**src/hdl/issue_pkg.sv**
```systemverilog
package issue_pkg;

	localparam int XLEN = 32;
	localparam int ROB_TAG_W = 3;   // width at the default depth of 8
	localparam logic [4:0] ZERO_REG = 5'd0;

	// match patterns, laid out as funct7_rs2_rs1_funct3_rd_opcode
	localparam logic [31:0] RV32_LUI    = 32'b???????_?????_?????_???_?????_0110111;
	localparam logic [31:0] RV32_AUIPC  = 32'b???????_?????_?????_???_?????_0010111;
	localparam logic [31:0] RV32_JAL    = 32'b???????_?????_?????_???_?????_1101111;
	localparam logic [31:0] RV32_JALR   = 32'b???????_?????_?????_000_?????_1100111;
	localparam logic [31:0] RV32_BEQ    = 32'b???????_?????_?????_000_?????_1100011;
	localparam logic [31:0] RV32_BNE    = 32'b???????_?????_?????_001_?????_1100011;
	localparam logic [31:0] RV32_BLT    = 32'b???????_?????_?????_100_?????_1100011;
	localparam logic [31:0] RV32_BGE    = 32'b???????_?????_?????_101_?????_1100011;
	localparam logic [31:0] RV32_BLTU   = 32'b???????_?????_?????_110_?????_1100011;
	localparam logic [31:0] RV32_BGEU   = 32'b???????_?????_?????_111_?????_1100011;
	localparam logic [31:0] RV32_LB     = 32'b???????_?????_?????_000_?????_0000011;
	localparam logic [31:0] RV32_LH     = 32'b???????_?????_?????_001_?????_0000011;
	localparam logic [31:0] RV32_LW     = 32'b???????_?????_?????_010_?????_0000011;
	localparam logic [31:0] RV32_LBU    = 32'b???????_?????_?????_100_?????_0000011;
	localparam logic [31:0] RV32_LHU    = 32'b???????_?????_?????_101_?????_0000011;
	localparam logic [31:0] RV32_SB     = 32'b???????_?????_?????_000_?????_0100011;
	localparam logic [31:0] RV32_SH     = 32'b???????_?????_?????_001_?????_0100011;
	localparam logic [31:0] RV32_SW     = 32'b???????_?????_?????_010_?????_0100011;
	localparam logic [31:0] RV32_ADDI   = 32'b???????_?????_?????_000_?????_0010011;
	localparam logic [31:0] RV32_SLTI   = 32'b???????_?????_?????_010_?????_0010011;
	localparam logic [31:0] RV32_SLTIU  = 32'b???????_?????_?????_011_?????_0010011;
	localparam logic [31:0] RV32_XORI   = 32'b???????_?????_?????_100_?????_0010011;
	localparam logic [31:0] RV32_ORI    = 32'b???????_?????_?????_110_?????_0010011;
	localparam logic [31:0] RV32_ANDI   = 32'b???????_?????_?????_111_?????_0010011;
	localparam logic [31:0] RV32_SLLI   = 32'b0000000_?????_?????_001_?????_0010011;
	localparam logic [31:0] RV32_SRLI   = 32'b0000000_?????_?????_101_?????_0010011;
	localparam logic [31:0] RV32_SRAI   = 32'b0100000_?????_?????_101_?????_0010011;
	localparam logic [31:0] RV32_ADD    = 32'b0000000_?????_?????_000_?????_0110011;
	localparam logic [31:0] RV32_SUB    = 32'b0100000_?????_?????_000_?????_0110011;
	localparam logic [31:0] RV32_SLL    = 32'b0000000_?????_?????_001_?????_0110011;
	localparam logic [31:0] RV32_SLT    = 32'b0000000_?????_?????_010_?????_0110011;
	localparam logic [31:0] RV32_SLTU   = 32'b0000000_?????_?????_011_?????_0110011;
	localparam logic [31:0] RV32_XOR    = 32'b0000000_?????_?????_100_?????_0110011;
	localparam logic [31:0] RV32_SRL    = 32'b0000000_?????_?????_101_?????_0110011;
	localparam logic [31:0] RV32_SRA    = 32'b0100000_?????_?????_101_?????_0110011;
	localparam logic [31:0] RV32_OR     = 32'b0000000_?????_?????_110_?????_0110011;
	localparam logic [31:0] RV32_AND    = 32'b0000000_?????_?????_111_?????_0110011;
	localparam logic [31:0] RV32_MUL    = 32'b0000001_?????_?????_000_?????_0110011;
	localparam logic [31:0] RV32_MULH   = 32'b0000001_?????_?????_001_?????_0110011;
	localparam logic [31:0] RV32_MULHSU = 32'b0000001_?????_?????_010_?????_0110011;
	localparam logic [31:0] RV32_MULHU  = 32'b0000001_?????_?????_011_?????_0110011;
	localparam logic [31:0] RV32_CSRRW  = 32'b???????_?????_?????_001_?????_1110011;
	localparam logic [31:0] RV32_CSRRS  = 32'b???????_?????_?????_010_?????_1110011;
	localparam logic [31:0] RV32_CSRRC  = 32'b???????_?????_?????_011_?????_1110011;
	localparam logic [31:0] WFI         = 32'b0001000_00101_00000_000_00000_1110011;

	typedef enum logic [1:0] {OPA_IS_RS1, OPA_IS_PC, OPA_IS_ZERO} ALU_OPA_SELECT;

	typedef enum logic [2:0] {
		OPB_IS_RS2, OPB_IS_I_IMM, OPB_IS_S_IMM,
		OPB_IS_B_IMM, OPB_IS_U_IMM, OPB_IS_J_IMM
	} ALU_OPB_SELECT;

	typedef enum logic {DEST_RD, DEST_NONE} DEST_REG_SEL;

	typedef enum logic [3:0] {
		ALU_ADD, ALU_SUB, ALU_SLT, ALU_SLTU, ALU_AND, ALU_OR, ALU_XOR,
		ALU_SLL, ALU_SRL, ALU_SRA, ALU_MUL, ALU_MULH, ALU_MULHSU, ALU_MULHU
	} ALU_FUNC;

	// one word, seen in each encoding format
	typedef union packed {
		logic [31:0] raw;
		struct packed {
			logic [6:0] funct7;
			logic [4:0] rs2;
			logic [4:0] rs1;
			logic [2:0] funct3;
			logic [4:0] rd;
			logic [6:0] opcode;
		} r;
		struct packed {
			logic [11:0] imm;
			logic [4:0]  rs1;
			logic [2:0]  funct3;
			logic [4:0]  rd;
			logic [6:0]  opcode;
		} i;
		struct packed {
			logic [6:0] off;    // imm[11:5]
			logic [4:0] rs2;
			logic [4:0] rs1;
			logic [2:0] funct3;
			logic [4:0] set;    // imm[4:0]
			logic [6:0] opcode;
		} s;
		struct packed {
			logic       of;     // imm[12]
			logic [5:0] s;      // imm[10:5]
			logic [4:0] rs2;
			logic [4:0] rs1;
			logic [2:0] funct3;
			logic [3:0] et;     // imm[4:1]
			logic       f;      // imm[11]
			logic [6:0] opcode;
		} b;
		struct packed {
			logic [19:0] imm;
			logic [4:0]  rd;
			logic [6:0]  opcode;
		} u;
		struct packed {
			logic       of;     // imm[20]
			logic [9:0] et;     // imm[10:1]
			logic       s;      // imm[11]
			logic [7:0] f;      // imm[19:12]
			logic [4:0] rd;
			logic [6:0] opcode;
		} j;
	} INST;

	typedef struct packed {
		INST             inst;
		logic [XLEN-1:0] PC;
		logic [XLEN-1:0] NPC;
		logic            valid;
	} IF_ID_PACKET;

	typedef struct packed {
		logic                 busy;           // producer still in flight
		logic [ROB_TAG_W-1:0] rob_tag;
		logic                 rob_tag_ready;  // producer has completed
	} MAPTABLE_PACKET;

	typedef struct packed {
		INST                  inst;
		logic [XLEN-1:0]      PC;
		logic [XLEN-1:0]      NPC;
		logic [XLEN-1:0]      rs1_value;
		logic [XLEN-1:0]      rs2_value;
		logic [ROB_TAG_W-1:0] rs1_tag;
		logic [ROB_TAG_W-1:0] rs2_tag;
		logic                 rs1_pending, rs2_pending;
		ALU_OPA_SELECT        opa_select;
		ALU_OPB_SELECT        opb_select;
		ALU_FUNC              alu_func;
		logic [4:0]           dest_reg_idx;
		logic [ROB_TAG_W-1:0] dest_tag;
		logic                 rd_mem, wr_mem, cond_branch, uncond_branch;
		logic                 csr_op, halt, illegal, valid;
	} ID_EX_PACKET;

	typedef struct packed {
		logic                 valid;
		logic [ROB_TAG_W-1:0] rob_tag;
		logic [XLEN-1:0]      value;
	} CDB_PACKET;

	typedef struct packed {
		logic            valid;
		logic            reg_wr_en;
		logic [4:0]      reg_wr_idx;
		logic [XLEN-1:0] data;
	} COMMIT_PACKET;

endpackage

```
**src/hdl/decoder.sv**
```systemverilog
`timescale 1ns/100ps

module decoder import issue_pkg::*; (
	input IF_ID_PACKET    if_packet,
	output ALU_OPA_SELECT opa_select,
	output ALU_OPB_SELECT opb_select,
	output DEST_REG_SEL   dest_reg,
	output ALU_FUNC       alu_func,
	output logic          rd_mem, wr_mem, cond_branch, uncond_branch,
	output logic          csr_op,
	output logic          halt,
	output logic          illegal,
	output logic          valid_inst  // low on halt and illegal
);

	INST inst;

	// shared funct3 map of the base integer ops, alt picks sub/sra
	function automatic ALU_FUNC base_func(input logic [2:0] funct3, input logic alt);
		case (funct3)
			3'b000:  base_func = alt ? ALU_SUB : ALU_ADD;
			3'b001:  base_func = ALU_SLL;
			3'b010:  base_func = ALU_SLT;
			3'b011:  base_func = ALU_SLTU;
			3'b100:  base_func = ALU_XOR;
			3'b101:  base_func = alt ? ALU_SRA : ALU_SRL;
			3'b110:  base_func = ALU_OR;
			default: base_func = ALU_AND;
		endcase
	endfunction

	assign inst       = if_packet.inst;
	assign valid_inst = if_packet.valid & ~illegal & ~halt;

	always_comb begin
		// noop unless a group below says otherwise
		opa_select    = OPA_IS_RS1;
		opb_select    = OPB_IS_RS2;
		alu_func      = ALU_ADD;
		dest_reg      = DEST_NONE;
		rd_mem        = 1'b0;
		wr_mem        = 1'b0;
		cond_branch   = 1'b0;
		uncond_branch = 1'b0;
		csr_op        = 1'b0;
		halt          = 1'b0;
		illegal       = 1'b0;
		if (if_packet.valid) begin
			casez (inst.raw)
				RV32_LUI: begin
					dest_reg   = DEST_RD;
					opa_select = OPA_IS_ZERO;
					opb_select = OPB_IS_U_IMM;
				end
				RV32_AUIPC: begin
					dest_reg   = DEST_RD;
					opa_select = OPA_IS_PC;
					opb_select = OPB_IS_U_IMM;
				end
				RV32_JAL: begin
					dest_reg      = DEST_RD;
					opa_select    = OPA_IS_PC;
					opb_select    = OPB_IS_J_IMM;
					uncond_branch = 1'b1;
				end
				RV32_JALR: begin
					dest_reg      = DEST_RD;
					opb_select    = OPB_IS_I_IMM;
					uncond_branch = 1'b1;
				end
				RV32_BEQ, RV32_BNE, RV32_BLT, RV32_BGE, RV32_BLTU, RV32_BGEU: begin
					opa_select  = OPA_IS_PC;
					opb_select  = OPB_IS_B_IMM;
					cond_branch = 1'b1;
				end
				RV32_LB, RV32_LH, RV32_LW, RV32_LBU, RV32_LHU: begin
					dest_reg   = DEST_RD;
					opb_select = OPB_IS_I_IMM;
					rd_mem     = 1'b1;
				end
				RV32_SB, RV32_SH, RV32_SW: begin
					opb_select = OPB_IS_S_IMM;
					wr_mem     = 1'b1;
				end
				RV32_ADDI, RV32_SLTI, RV32_SLTIU, RV32_XORI, RV32_ORI, RV32_ANDI,
				RV32_SLLI, RV32_SRLI, RV32_SRAI: begin
					dest_reg   = DEST_RD;
					opb_select = OPB_IS_I_IMM;
					// imm bit 10 only means arithmetic shift under funct3 101
					alu_func   = base_func(inst.i.funct3,
						inst.r.funct7[5] & (inst.i.funct3 == 3'b101));
				end
				RV32_ADD, RV32_SUB, RV32_SLL, RV32_SLT, RV32_SLTU,
				RV32_XOR, RV32_SRL, RV32_SRA, RV32_OR, RV32_AND: begin
					dest_reg = DEST_RD;
					alu_func = base_func(inst.r.funct3, inst.r.funct7[5]);
				end
				RV32_MUL, RV32_MULH, RV32_MULHSU, RV32_MULHU: begin
					dest_reg = DEST_RD;
					case (inst.r.funct3[1:0])
						2'b00:   alu_func = ALU_MUL;
						2'b01:   alu_func = ALU_MULH;
						2'b10:   alu_func = ALU_MULHSU;
						default: alu_func = ALU_MULHU;
					endcase
				end
				RV32_CSRRW, RV32_CSRRS, RV32_CSRRC: csr_op = 1'b1;
				WFI: halt = 1'b1;
				default: illegal = 1'b1;
			endcase
		end
	end

endmodule

```
**src/hdl/is_stage.sv**
```systemverilog
`timescale 1ns/100ps

module is_stage import issue_pkg::*; (
	input logic                 clock,
	input logic                 rst_n,
	input IF_ID_PACKET          if_packet,
	input MAPTABLE_PACKET       maptable_rs1,
	input MAPTABLE_PACKET       maptable_rs2,
	input logic [XLEN-1:0]      rob_rs1_value,
	input logic [XLEN-1:0]      rob_rs2_value,
	input logic [ROB_TAG_W-1:0] alloc_tag,
	input logic                 stall,
	input logic                 kill,
	input COMMIT_PACKET         commit,      // register-file write port
	output ID_EX_PACKET         id_packet,
	output logic                issue_fire
);

	logic [XLEN-1:0] regf_rs1_value, regf_rs2_value;
	DEST_REG_SEL     dest_reg_select;
	logic            valid_inst;

	regfile regf_0 (
		.clock   (clock),
		.rst_n   (rst_n),
		.rda_idx (if_packet.inst.r.rs1),
		.rdb_idx (if_packet.inst.r.rs2),
		.rda_out (regf_rs1_value),
		.rdb_out (regf_rs2_value),
		.wr_en   (commit.reg_wr_en),
		.wr_idx  (commit.reg_wr_idx),
		.wr_data (commit.data)
	);

	decoder decoder_0 (
		.if_packet     (if_packet),
		.opa_select    (id_packet.opa_select),
		.opb_select    (id_packet.opb_select),
		.dest_reg      (dest_reg_select),
		.alu_func      (id_packet.alu_func),
		.rd_mem        (id_packet.rd_mem),
		.wr_mem        (id_packet.wr_mem),
		.cond_branch   (id_packet.cond_branch),
		.uncond_branch (id_packet.uncond_branch),
		.csr_op        (id_packet.csr_op),
		.halt          (id_packet.halt),
		.illegal       (id_packet.illegal),
		.valid_inst    (valid_inst)
	);

	assign issue_fire = valid_inst & ~stall & ~kill;

	assign id_packet.inst     = if_packet.inst;
	assign id_packet.PC       = if_packet.PC;
	assign id_packet.NPC      = if_packet.NPC;
	assign id_packet.dest_tag = alloc_tag;
	assign id_packet.valid    = issue_fire;  // held or killed packets don't issue

	assign id_packet.dest_reg_idx = (dest_reg_select == DEST_RD) ?
		if_packet.inst.r.rd : ZERO_REG;

	// completed producer reads from rob, no producer from the register file
	assign id_packet.rs1_value = (maptable_rs1.busy && maptable_rs1.rob_tag_ready) ?
		rob_rs1_value : regf_rs1_value;
	assign id_packet.rs2_value = (maptable_rs2.busy && maptable_rs2.rob_tag_ready) ?
		rob_rs2_value : regf_rs2_value;

	assign id_packet.rs1_pending = maptable_rs1.busy & ~maptable_rs1.rob_tag_ready;
	assign id_packet.rs2_pending = maptable_rs2.busy & ~maptable_rs2.rob_tag_ready;
	assign id_packet.rs1_tag     = maptable_rs1.rob_tag;
	assign id_packet.rs2_tag     = maptable_rs2.rob_tag;

endmodule

```
**src/hdl/issue_top.sv**
```systemverilog
`timescale 1ns/100ps

module issue_top import issue_pkg::*; #(
	parameter int ROB_DEPTH = 8
) (
	input logic          clock,
	input logic          rst_n,
	input IF_ID_PACKET   if_packet,
	input CDB_PACKET     cdb,
	input logic          kill,
	output ID_EX_PACKET  id_packet,
	output logic         stall,   // rob full, fetch holds its packet
	output COMMIT_PACKET commit
);

	MAPTABLE_PACKET       maptable_rs1, maptable_rs2;
	logic [XLEN-1:0]      rob_rs1_value, rob_rs2_value;
	logic [ROB_TAG_W-1:0] alloc_tag;
	logic [ROB_TAG_W-1:0] commit_tag;
	logic                 issue_fire;

	is_stage is_stage_0 (
		.clock         (clock),
		.rst_n         (rst_n),
		.if_packet     (if_packet),
		.maptable_rs1  (maptable_rs1),
		.maptable_rs2  (maptable_rs2),
		.rob_rs1_value (rob_rs1_value),
		.rob_rs2_value (rob_rs2_value),
		.alloc_tag     (alloc_tag),
		.stall         (stall),
		.kill          (kill),
		.commit        (commit),
		.id_packet     (id_packet),
		.issue_fire    (issue_fire)
	);

	map_table map_table_0 (
		.clock        (clock),
		.rst_n        (rst_n),
		.rs1_idx      (if_packet.inst.r.rs1),
		.rs2_idx      (if_packet.inst.r.rs2),
		.issue_fire   (issue_fire),
		.dest_idx     (id_packet.dest_reg_idx),
		.alloc_tag    (alloc_tag),
		.cdb          (cdb),
		.commit_tag   (commit_tag),
		.commit_valid (commit.valid),
		.kill         (kill),
		.maptable_rs1 (maptable_rs1),
		.maptable_rs2 (maptable_rs2)
	);

	rob #(.ROB_DEPTH(ROB_DEPTH)) rob_0 (
		.clock      (clock),
		.rst_n      (rst_n),
		.issue_fire (issue_fire),
		.dest_idx   (id_packet.dest_reg_idx),
		.cdb        (cdb),
		.kill       (kill),
		.rd_tag1    (maptable_rs1.rob_tag),
		.rd_tag2    (maptable_rs2.rob_tag),
		.rd_value1  (rob_rs1_value),
		.rd_value2  (rob_rs2_value),
		.alloc_tag  (alloc_tag),
		.full       (stall),
		.commit     (commit),
		.commit_tag (commit_tag)
	);

endmodule

```
**src/hdl/map_table.sv**
```systemverilog
`timescale 1ns/100ps

module map_table import issue_pkg::*; (
	input logic                 clock,
	input logic                 rst_n,
	input logic [4:0]           rs1_idx,
	input logic [4:0]           rs2_idx,
	input logic                 issue_fire,
	input logic [4:0]           dest_idx,
	input logic [ROB_TAG_W-1:0] alloc_tag,
	input CDB_PACKET            cdb,
	input logic [ROB_TAG_W-1:0] commit_tag,
	input logic                 commit_valid,
	input logic                 kill,
	output MAPTABLE_PACKET      maptable_rs1,
	output MAPTABLE_PACKET      maptable_rs2
);

	MAPTABLE_PACKET entry [32];

	assign maptable_rs1 = entry[rs1_idx];
	assign maptable_rs2 = entry[rs2_idx];

	always_ff @(posedge clock) begin
		if (!rst_n || kill) begin
			entry <= '{default: '0};
		end else begin
			for (int r = 1; r < 32; r++) begin
				// retire clears only if nothing renamed r since
				if (commit_valid && entry[r].busy && entry[r].rob_tag == commit_tag)
					entry[r] <= '0;
				else if (cdb.valid && entry[r].busy && entry[r].rob_tag == cdb.rob_tag)
					entry[r].rob_tag_ready <= 1'b1;
			end
			// last assignment, so a same-edge rename beats the clear
			if (issue_fire && dest_idx != ZERO_REG) begin
				entry[dest_idx] <= '{busy: 1'b1, rob_tag: alloc_tag, rob_tag_ready: 1'b0};
			end
		end
	end

endmodule

```
**src/hdl/regfile.sv**
```systemverilog
`timescale 1ns/100ps

module regfile import issue_pkg::*; (
	input logic              clock,
	input logic              rst_n,
	input logic [4:0]        rda_idx,
	input logic [4:0]        rdb_idx,
	output logic [XLEN-1:0]  rda_out,
	output logic [XLEN-1:0]  rdb_out,
	input logic              wr_en,
	input logic [4:0]        wr_idx,
	input logic [XLEN-1:0]   wr_data
);

	logic [XLEN-1:0] regs [32];  // entry 0 is never written

	// write-through so a read in the commit cycle sees the new value
	assign rda_out = (rda_idx == ZERO_REG) ? '0 :
		(wr_en && wr_idx == rda_idx) ? wr_data : regs[rda_idx];
	assign rdb_out = (rdb_idx == ZERO_REG) ? '0 :
		(wr_en && wr_idx == rdb_idx) ? wr_data : regs[rdb_idx];

	always_ff @(posedge clock) begin
		if (!rst_n)
			regs <= '{default: '0};
		else if (wr_en && wr_idx != ZERO_REG)
			regs[wr_idx] <= wr_data;
	end

endmodule

```
**src/hdl/rob.sv**
```systemverilog
`timescale 1ns/100ps

module rob import issue_pkg::*; #(
	parameter int ROB_DEPTH = 8
) (
	input logic                  clock,
	input logic                  rst_n,
	input logic                  issue_fire,
	input logic [4:0]            dest_idx,
	input CDB_PACKET             cdb,
	input logic                  kill,
	input logic [ROB_TAG_W-1:0]  rd_tag1,
	input logic [ROB_TAG_W-1:0]  rd_tag2,
	output logic [XLEN-1:0]      rd_value1,
	output logic [XLEN-1:0]      rd_value2,
	output logic [ROB_TAG_W-1:0] alloc_tag,
	output logic                 full,
	output COMMIT_PACKET         commit,
	output logic [ROB_TAG_W-1:0] commit_tag
);

	localparam int IDX_W = $clog2(ROB_DEPTH);

	typedef struct packed {
		logic       done;
		logic [4:0] dest;
	} rob_ctrl_t;

	rob_ctrl_t       ctrl  [ROB_DEPTH];
	logic [XLEN-1:0] value [ROB_DEPTH];
	logic [IDX_W-1:0] head, tail;
	logic [IDX_W:0]   count;
	logic [IDX_W-1:0] cdb_idx;

	// wrap explicitly, depth need not be a power of two
	function automatic logic [IDX_W-1:0] next_ptr(input logic [IDX_W-1:0] p);
		return (p == IDX_W'(ROB_DEPTH - 1)) ? '0 : p + 1'b1;
	endfunction

	assign cdb_idx    = IDX_W'(cdb.rob_tag);
	assign rd_value1  = value[IDX_W'(rd_tag1)];
	assign rd_value2  = value[IDX_W'(rd_tag2)];
	assign alloc_tag  = ROB_TAG_W'(tail);
	assign commit_tag = ROB_TAG_W'(head);
	assign full       = (count == (IDX_W+1)'(ROB_DEPTH));

	always_comb begin
		commit.valid      = (count != '0) && ctrl[head].done;
		commit.reg_wr_en  = commit.valid && (ctrl[head].dest != ZERO_REG);
		commit.reg_wr_idx = ctrl[head].dest;
		commit.data       = value[head];
	end

	always_ff @(posedge clock) begin
		if (!rst_n || kill) begin
			head  <= '0;
			tail  <= '0;
			count <= '0;
		end else begin
			if (issue_fire)
				tail <= next_ptr(tail);
			if (commit.valid)
				head <= next_ptr(head);
			count <= count + {{IDX_W{1'b0}}, issue_fire} - {{IDX_W{1'b0}}, commit.valid};
		end
	end

	// entry contents, only meaningful between head and tail
	always_ff @(posedge clock) begin
		if (issue_fire)
			ctrl[tail] <= '{done: 1'b0, dest: dest_idx};
		if (cdb.valid) begin
			ctrl[cdb_idx].done <= 1'b1;
			value[cdb_idx]     <= cdb.value;
		end
	end

endmodule
```
**config.mk**
```make
export PLATFORM = sky130hd
export DESIGN_NAME = issue_top
export DESIGN_NICKNAME = d
export VERILOG_FILES = /design/src/hdl/issue_pkg.sv /design/src/hdl/decoder.sv /design/src/hdl/is_stage.sv /design/src/hdl/issue_top.sv /design/src/hdl/map_table.sv /design/src/hdl/regfile.sv /design/src/hdl/rob.sv
export SDC_FILE = /design/constraint.sdc
export NUM_CORES = 2
export LEC_CHECK = 0
export BUFFER_PORTS_ARGS = -buffer_cell sky130_fd_sc_hd__buf_2
export CORE_MARGIN = 2
export CORE_UTILIZATION = 55
export DETAILED_ROUTE_END_ITERATION = 12
export PLACE_DENSITY = 0.75
export RECOVER_POWER = 100
export SLEW_MARGIN = 30
export SYNTH_ARGS = -nofsm -noshare
export SYNTH_HDL_FRONTEND = slang
export SYNTH_SLANG_ARGS = --single-unit
```
**constraint.sdc**
```tcl
create_clock -name clock -period 4 [get_ports clock]
set_clock_uncertainty 0.15 [all_clocks]
set_input_delay 0.2 -clock clock [delete_from_list [all_inputs] [get_ports clock]]
set_output_delay 0.2 -clock clock [all_outputs]
set_load 0.01 [all_outputs]
```
---- Yosys cells after proc, flatten, opt, wreduce, memory -nomap -nowiden ----
Memory sizes are Yosys's and may differ from the RTL's. A register that Yosys moved wholly into a read port is not among the register bits.
Index checks and enable logic that the tools add are counted.
word-level totals
  register bits after elaboration ......... 1194
  bits in writable memories ............... 304
  input bits .............................. 136
  output and inout bits ................... 233
  logic and storage cells ................. 656
  memories ................................ 2
cells by class
  add/sub/neg operators ................... 4
  order comparisons ....................... 6
  eq/ne operators ......................... 120
  multiplexer cells ....................... 220
  bitwise gates (word level) .............. 17
  reductions and logical operators ........ 156
memory list
  name         depth  bits a word  read ports  clocked after memory_dff  wr ports  line       text
  rob_0.value  8      32           3           1                         1         rob.sv:30  logic [XLEN-1:0] value [ROB_DEPTH];
  rob_0.ctrl   8      6            1           1                         2         rob.sv:29  rob_ctrl_t ctrl [ROB_DEPTH];
operators with widths
  kind                                              number
  bitwise mux 1024 bit                              1
  two-way mux 32 bit                                11
  binary-select mux 32 bit (select 5 bit)           2
  two-way mux 4 bit                                 63
  == test 3 bit                                     62
  bitwise mux 160 bit                               1
  demux 32 bit (select 5 bit)                       1
  two-way mux 155 bit                               1
  logical AND 1 bit                                 134
  two-way mux 1 bit                                 117
  == test 10 bit (second input constant)            9
  == test 17 x 10 -> 1 bit (second input constant)  5
  == test 17 x 11 -> 1 bit (second input constant)  4
  == test 10 x 9 -> 1 bit (second input constant)   6
  case mux 4 bit (7 select lines)                   2
  == test 17 x 16 -> 1 bit (second input constant)  3
  binary-select mux 5 bit (select 5 bit)            2
  OR reduction 45 bit                               1
  == test 10 x 8 -> 1 bit (second input constant)   4
  == test 17 x 8 -> 1 bit (second input constant)   2
  == test 17 x 9 -> 1 bit (second input constant)   2
  == test 32 x 29 -> 1 bit (second input constant)  1
  OR reduction 32 bit                               1
  two-way mux 5 bit                                 6
  other kinds (46)                                  82

---- Longest topological paths before layout ----
  depth in word-level cells ............... 12
  mapped depth ............................ 14
  gate-level depth less buffers ........... 12

---- Modules after synthesis ----
Synthesis repeated with hierarchy kept, for this count alone.
second synthesis, totals
  cells, all modules ...................... 8131
  area, all modules ....................... 84214.5 µm²
modules (own cells, without submodules)
  module     instances  cells an instance  area an instance (µm²)  sequential area each (µm²)
  regfile    1          5983               55189.2                 20499.7
  rob        1          793                15979.1                 9308.9
  map_table  1          1063               10402.5                 3183.1
  is_stage   1          186                1940.6                  0.0
  decoder    1          106                703.2                   0.0

---- Worst setup path after synthesis ----
Ideal clock, no wire load.
  kind .................................... input-to-reg
  start point ............................. in cdb[32] (netlist bit)
  end point ............................... mem rob_0.value[1][0], enable pin
  setup time .............................. 0.463 ns
  arrival ................................. 3.338 ns
  data required time ...................... 3.387 ns
  path slack .............................. 0.048 ns
  stages on the path ...................... 4
  path buffers ............................ 2
  cell sequence ........................... clkbuf_1 > clkbuf_1 > nand2_1 > nor3_1
RTL lines
  item         line            text
  from (decl)  issue_top.sv:9  input CDB_PACKET cdb,
  to (decl)    rob.sv:30
No word-level cell before the write port.

==> impl_metrics.csv <==
group,metric,value,unit
sta,setup_viol,64,
floorplanning,top_level_ports,369,
pwr,power_per_cell_area,419.2,nW/um^2
sta,finalSetupTns,-16920,ps
yosys,ys_async_sr_fraction,0,
grt,grt_overflow,0,
floorplanning,dieArea,150400,um^2
floorplanning,initial_core_util,0.5552,
flow_run,max-cap-violations,1,
sta,fin_ws,-472.5,ps
finish,finalNonFillerCells,8794,
cts,cts_tree,"built",
yosys,ys_types,74,
sta,worst_hold_slack,87.00,ps
pwr,p_leak,0.04529,uW
routing,drt-initial-drc-count,8554,
finish,seqCellArea,33040,um^2
setup_path,cp-start-kind,"flop",
grt,grt_max_degree,219,
grt,grt_pass1_wl,403.8,mm
yosys,synth_edf_count,296,
cts,clockBufferDepth,3,
worst_hold_path,hp-class,"input pin to flop",
finish,multiInputGateArea,45430,um^2
sta,maxSlewHeadroom,-0.6665,
sta,slew_violations,91,
routing,totalWireLength,274.0,mm
routing,detail-route-antenna-nets,0,
cts,cts-buffers-inserted,160,
floorplanning,die_w,387.8,um
grt,antenna_found_initial,14,
finish,fin_area,92080,um^2
routing,wl_per_cell,31.16,um
cts,clk_pin_slew,60,ps
cts,cts_root_buffer,"clkbuf_16",
setup_path,worstPathMaxFanout,19,
cts,cts_sinks,1500,
cts,htree_levels,4,
yosys,syn_area,81010,um^2
yosys,ys_ff_latch,1500,
floorplanning,rows,140,
grt,grt_usage,0.3570,
sta,worst_pin_slew,2500,ps
finish,areaGrowthSynthToFinish,13.68,%
finish,fillers,10630,
sta,fin_crit_sh,1.118,
routing,num_vias,63520,
finish,layout.nets,6885,
cts,clk_latency,820,ps
sta,hold_violations,0,
placed_design,gp_congestion,0.9528,
floorplanning,die_y,387.8,um
routing,remaining_drc_errors,0,
placed_design,port-buffer-count,240,
finish,drive_gt1_frac,0.2820,
outcome,violations,"max-capacitance violations, max-slew violations, negative setup slack",
pwr,total_power,38600,uW
yosys,synth_fp_nets,6927,
setup_path,critPathKind,"flop to output port",
setup_path,cp-end-kind,"output port",
routing,drtPass1Iterations,8,
routing,vias_per_cell,7.223,
pwr,ir_drop,479.1,uV
placed_design,dp_cells,8377,
sta,fmax,223.6,MHz
grt,grt_pass1_vias,62920,
setup_path,arrival,4120,ps
floorplanning,core_area,145900,um^2
yosys,yosysWarnings,0,
yosys,synth_seq_area_share,0.4073,
outcome,status,"finished, violations left",
yosys,avgSynthCellArea,11.95,um^2
placed_design,placed_area,84570,um^2
yosys,synth_top_flop_cell,"dfxtp_1",
sta,period_minus_slack,4472,ps
sta,rsz0062_at_grt,"true",
setup_path,crit_required,3650,ps
placed_design,hpwl,165.5,mm
yosys,synthCells,6780,
[final cells by class]
cell class | instances | area share
multi-input cells | 4386 | 0.4933
inverters | 69 | 0.002962
diodes | 8 | 0.0002174
flip-flops and latches | 1500 | 0.3588
clock inverters | 76 | 0.009960
clock buffers | 217 | 0.04866
repair buffers | 621 | 0.06002
well taps | 1917 | 0.02605
[final timing paths]
kind | start | to | slack [ps] | depth (start not counted)
worst max-delay path | flop | id_packet[71] | -470 | 8
worst min-delay path | if_packet[66] | rob_0.alloc_tag[0]$_SDFFE_PP0P_ | 90 | 6
worst max register to register | flop | is_stage_0.regf_0.regs[662]$_SDFFE_PN0P_ | 360 | 10
worst min register to register | rob_0.ctrl[6][5]$_DFF_P_ | rob_0.ctrl[6][5]$_DFF_P_ | 310 | 2
[routing by layer]
metal / up-vias / routed length [um] / GRT usage
li1: 25820 / - / -
met1: 31820 / 93500 / 0.4468
met2: 4729 / 124800 / 0.5473
met3: 1140 / 37030 / 0.1023
met4: 14 / 18510 / 0.2222
met5: - / 166 / 0.002233
[cell usage in the layout (no fill, tap or decap), types with 76 or more instances in the layout]
cell type | netlist | layout
clkbuf_1 | 552 | 92
o211a_1 | 993 | 993
mux4_2 | 909 | 913
buf_4 | 109 | 205
buf_2 | 75 | 171
dfxtp_1 | 1204 | 1177
edfxtp_1 | 296 | 296
buf_12 | 2 | 76
mux2i_1 | 199 | 160
clkbuf_16 | 0 | 165
nor2_1 | 114 | 77
xor2_1 | 158 | 158
nand2_1 | 1292 | 1289
[synth_stat cells, drive strengths merged, types with 36 or more instances]
cell type	number	area, um^2
dfxtp	1204	24100
nor2	117	446.7
and2	43	269.0
edfxtp	296	8889
clkbuf	552	2072
o211a	993	9940
buf	278	1635
mux4	919	20730
inv	66	247.7
xor2	158	1384
nand2b	43	269.0
a21oi	75	375.4
o21ai	105	525.5
nand2	1292	4850
mux2i	200	2006
a22oi	75	563.0
nand3	50	250.2
xnor2	36	315.3
[per-stage QoR]
step | util | worst slack (ps)
detailed placement | 0.5796 | -49.30
finish | 0.6311 | -472.5
floorplan | - | 48.27
CTS | 0.6286 | -313.7
global route | 0.6310 | -469.9
global placement | 0.5794 | 3.346
[cells by family after synthesis]
family / Yosys count / synth area share
fa+ha+maj: 11 / 0.001792
compound gates: 1348 / 0.1512
buf+inv: 899 / 0.04896
simple gates: 1696 / 0.08724
flops: 1500 / 0.4073
mux: 1132 / 0.2826
xor+xnor: 194 / 0.02098
[repair_timing]
item	in CTS	in global routing
cloned	11	4
pin swaps	29	19
hold buffers	52	0
setup buffers	41	11
gates resized for setup	164	59
endpoints found under the setup margin	64	64
hold endpoints to repair	497	0
[state kept, by name (all words and copies together), names as in the netlist, named ones only]
register,count
map_table_0.entry,159
rob_0.alloc_tag,3
rob_0.value,256
rob_0.commit_tag,3
rob_0.count,4
is_stage_0.regf_0.regs,1024
rob_0.ctrl,48
[worst max-delay path, stage by stage (launching register included)]
cell     delay [ps]
dfxtp_4         420
buf_4           220
buf_4           530
buf_6           520
mux2i_4         430
inv_1           170
mux2i_1         610
o21ai_1         150
buf_2           180
[report_power, final]
group	internal, uW	switching [uW]	total (uW)
Sequential	16000	498	16500
Combinational	2640	4160	6800
Clock	8760	6530	15300
No activity file was read; power rests on OpenSTA's default activity.
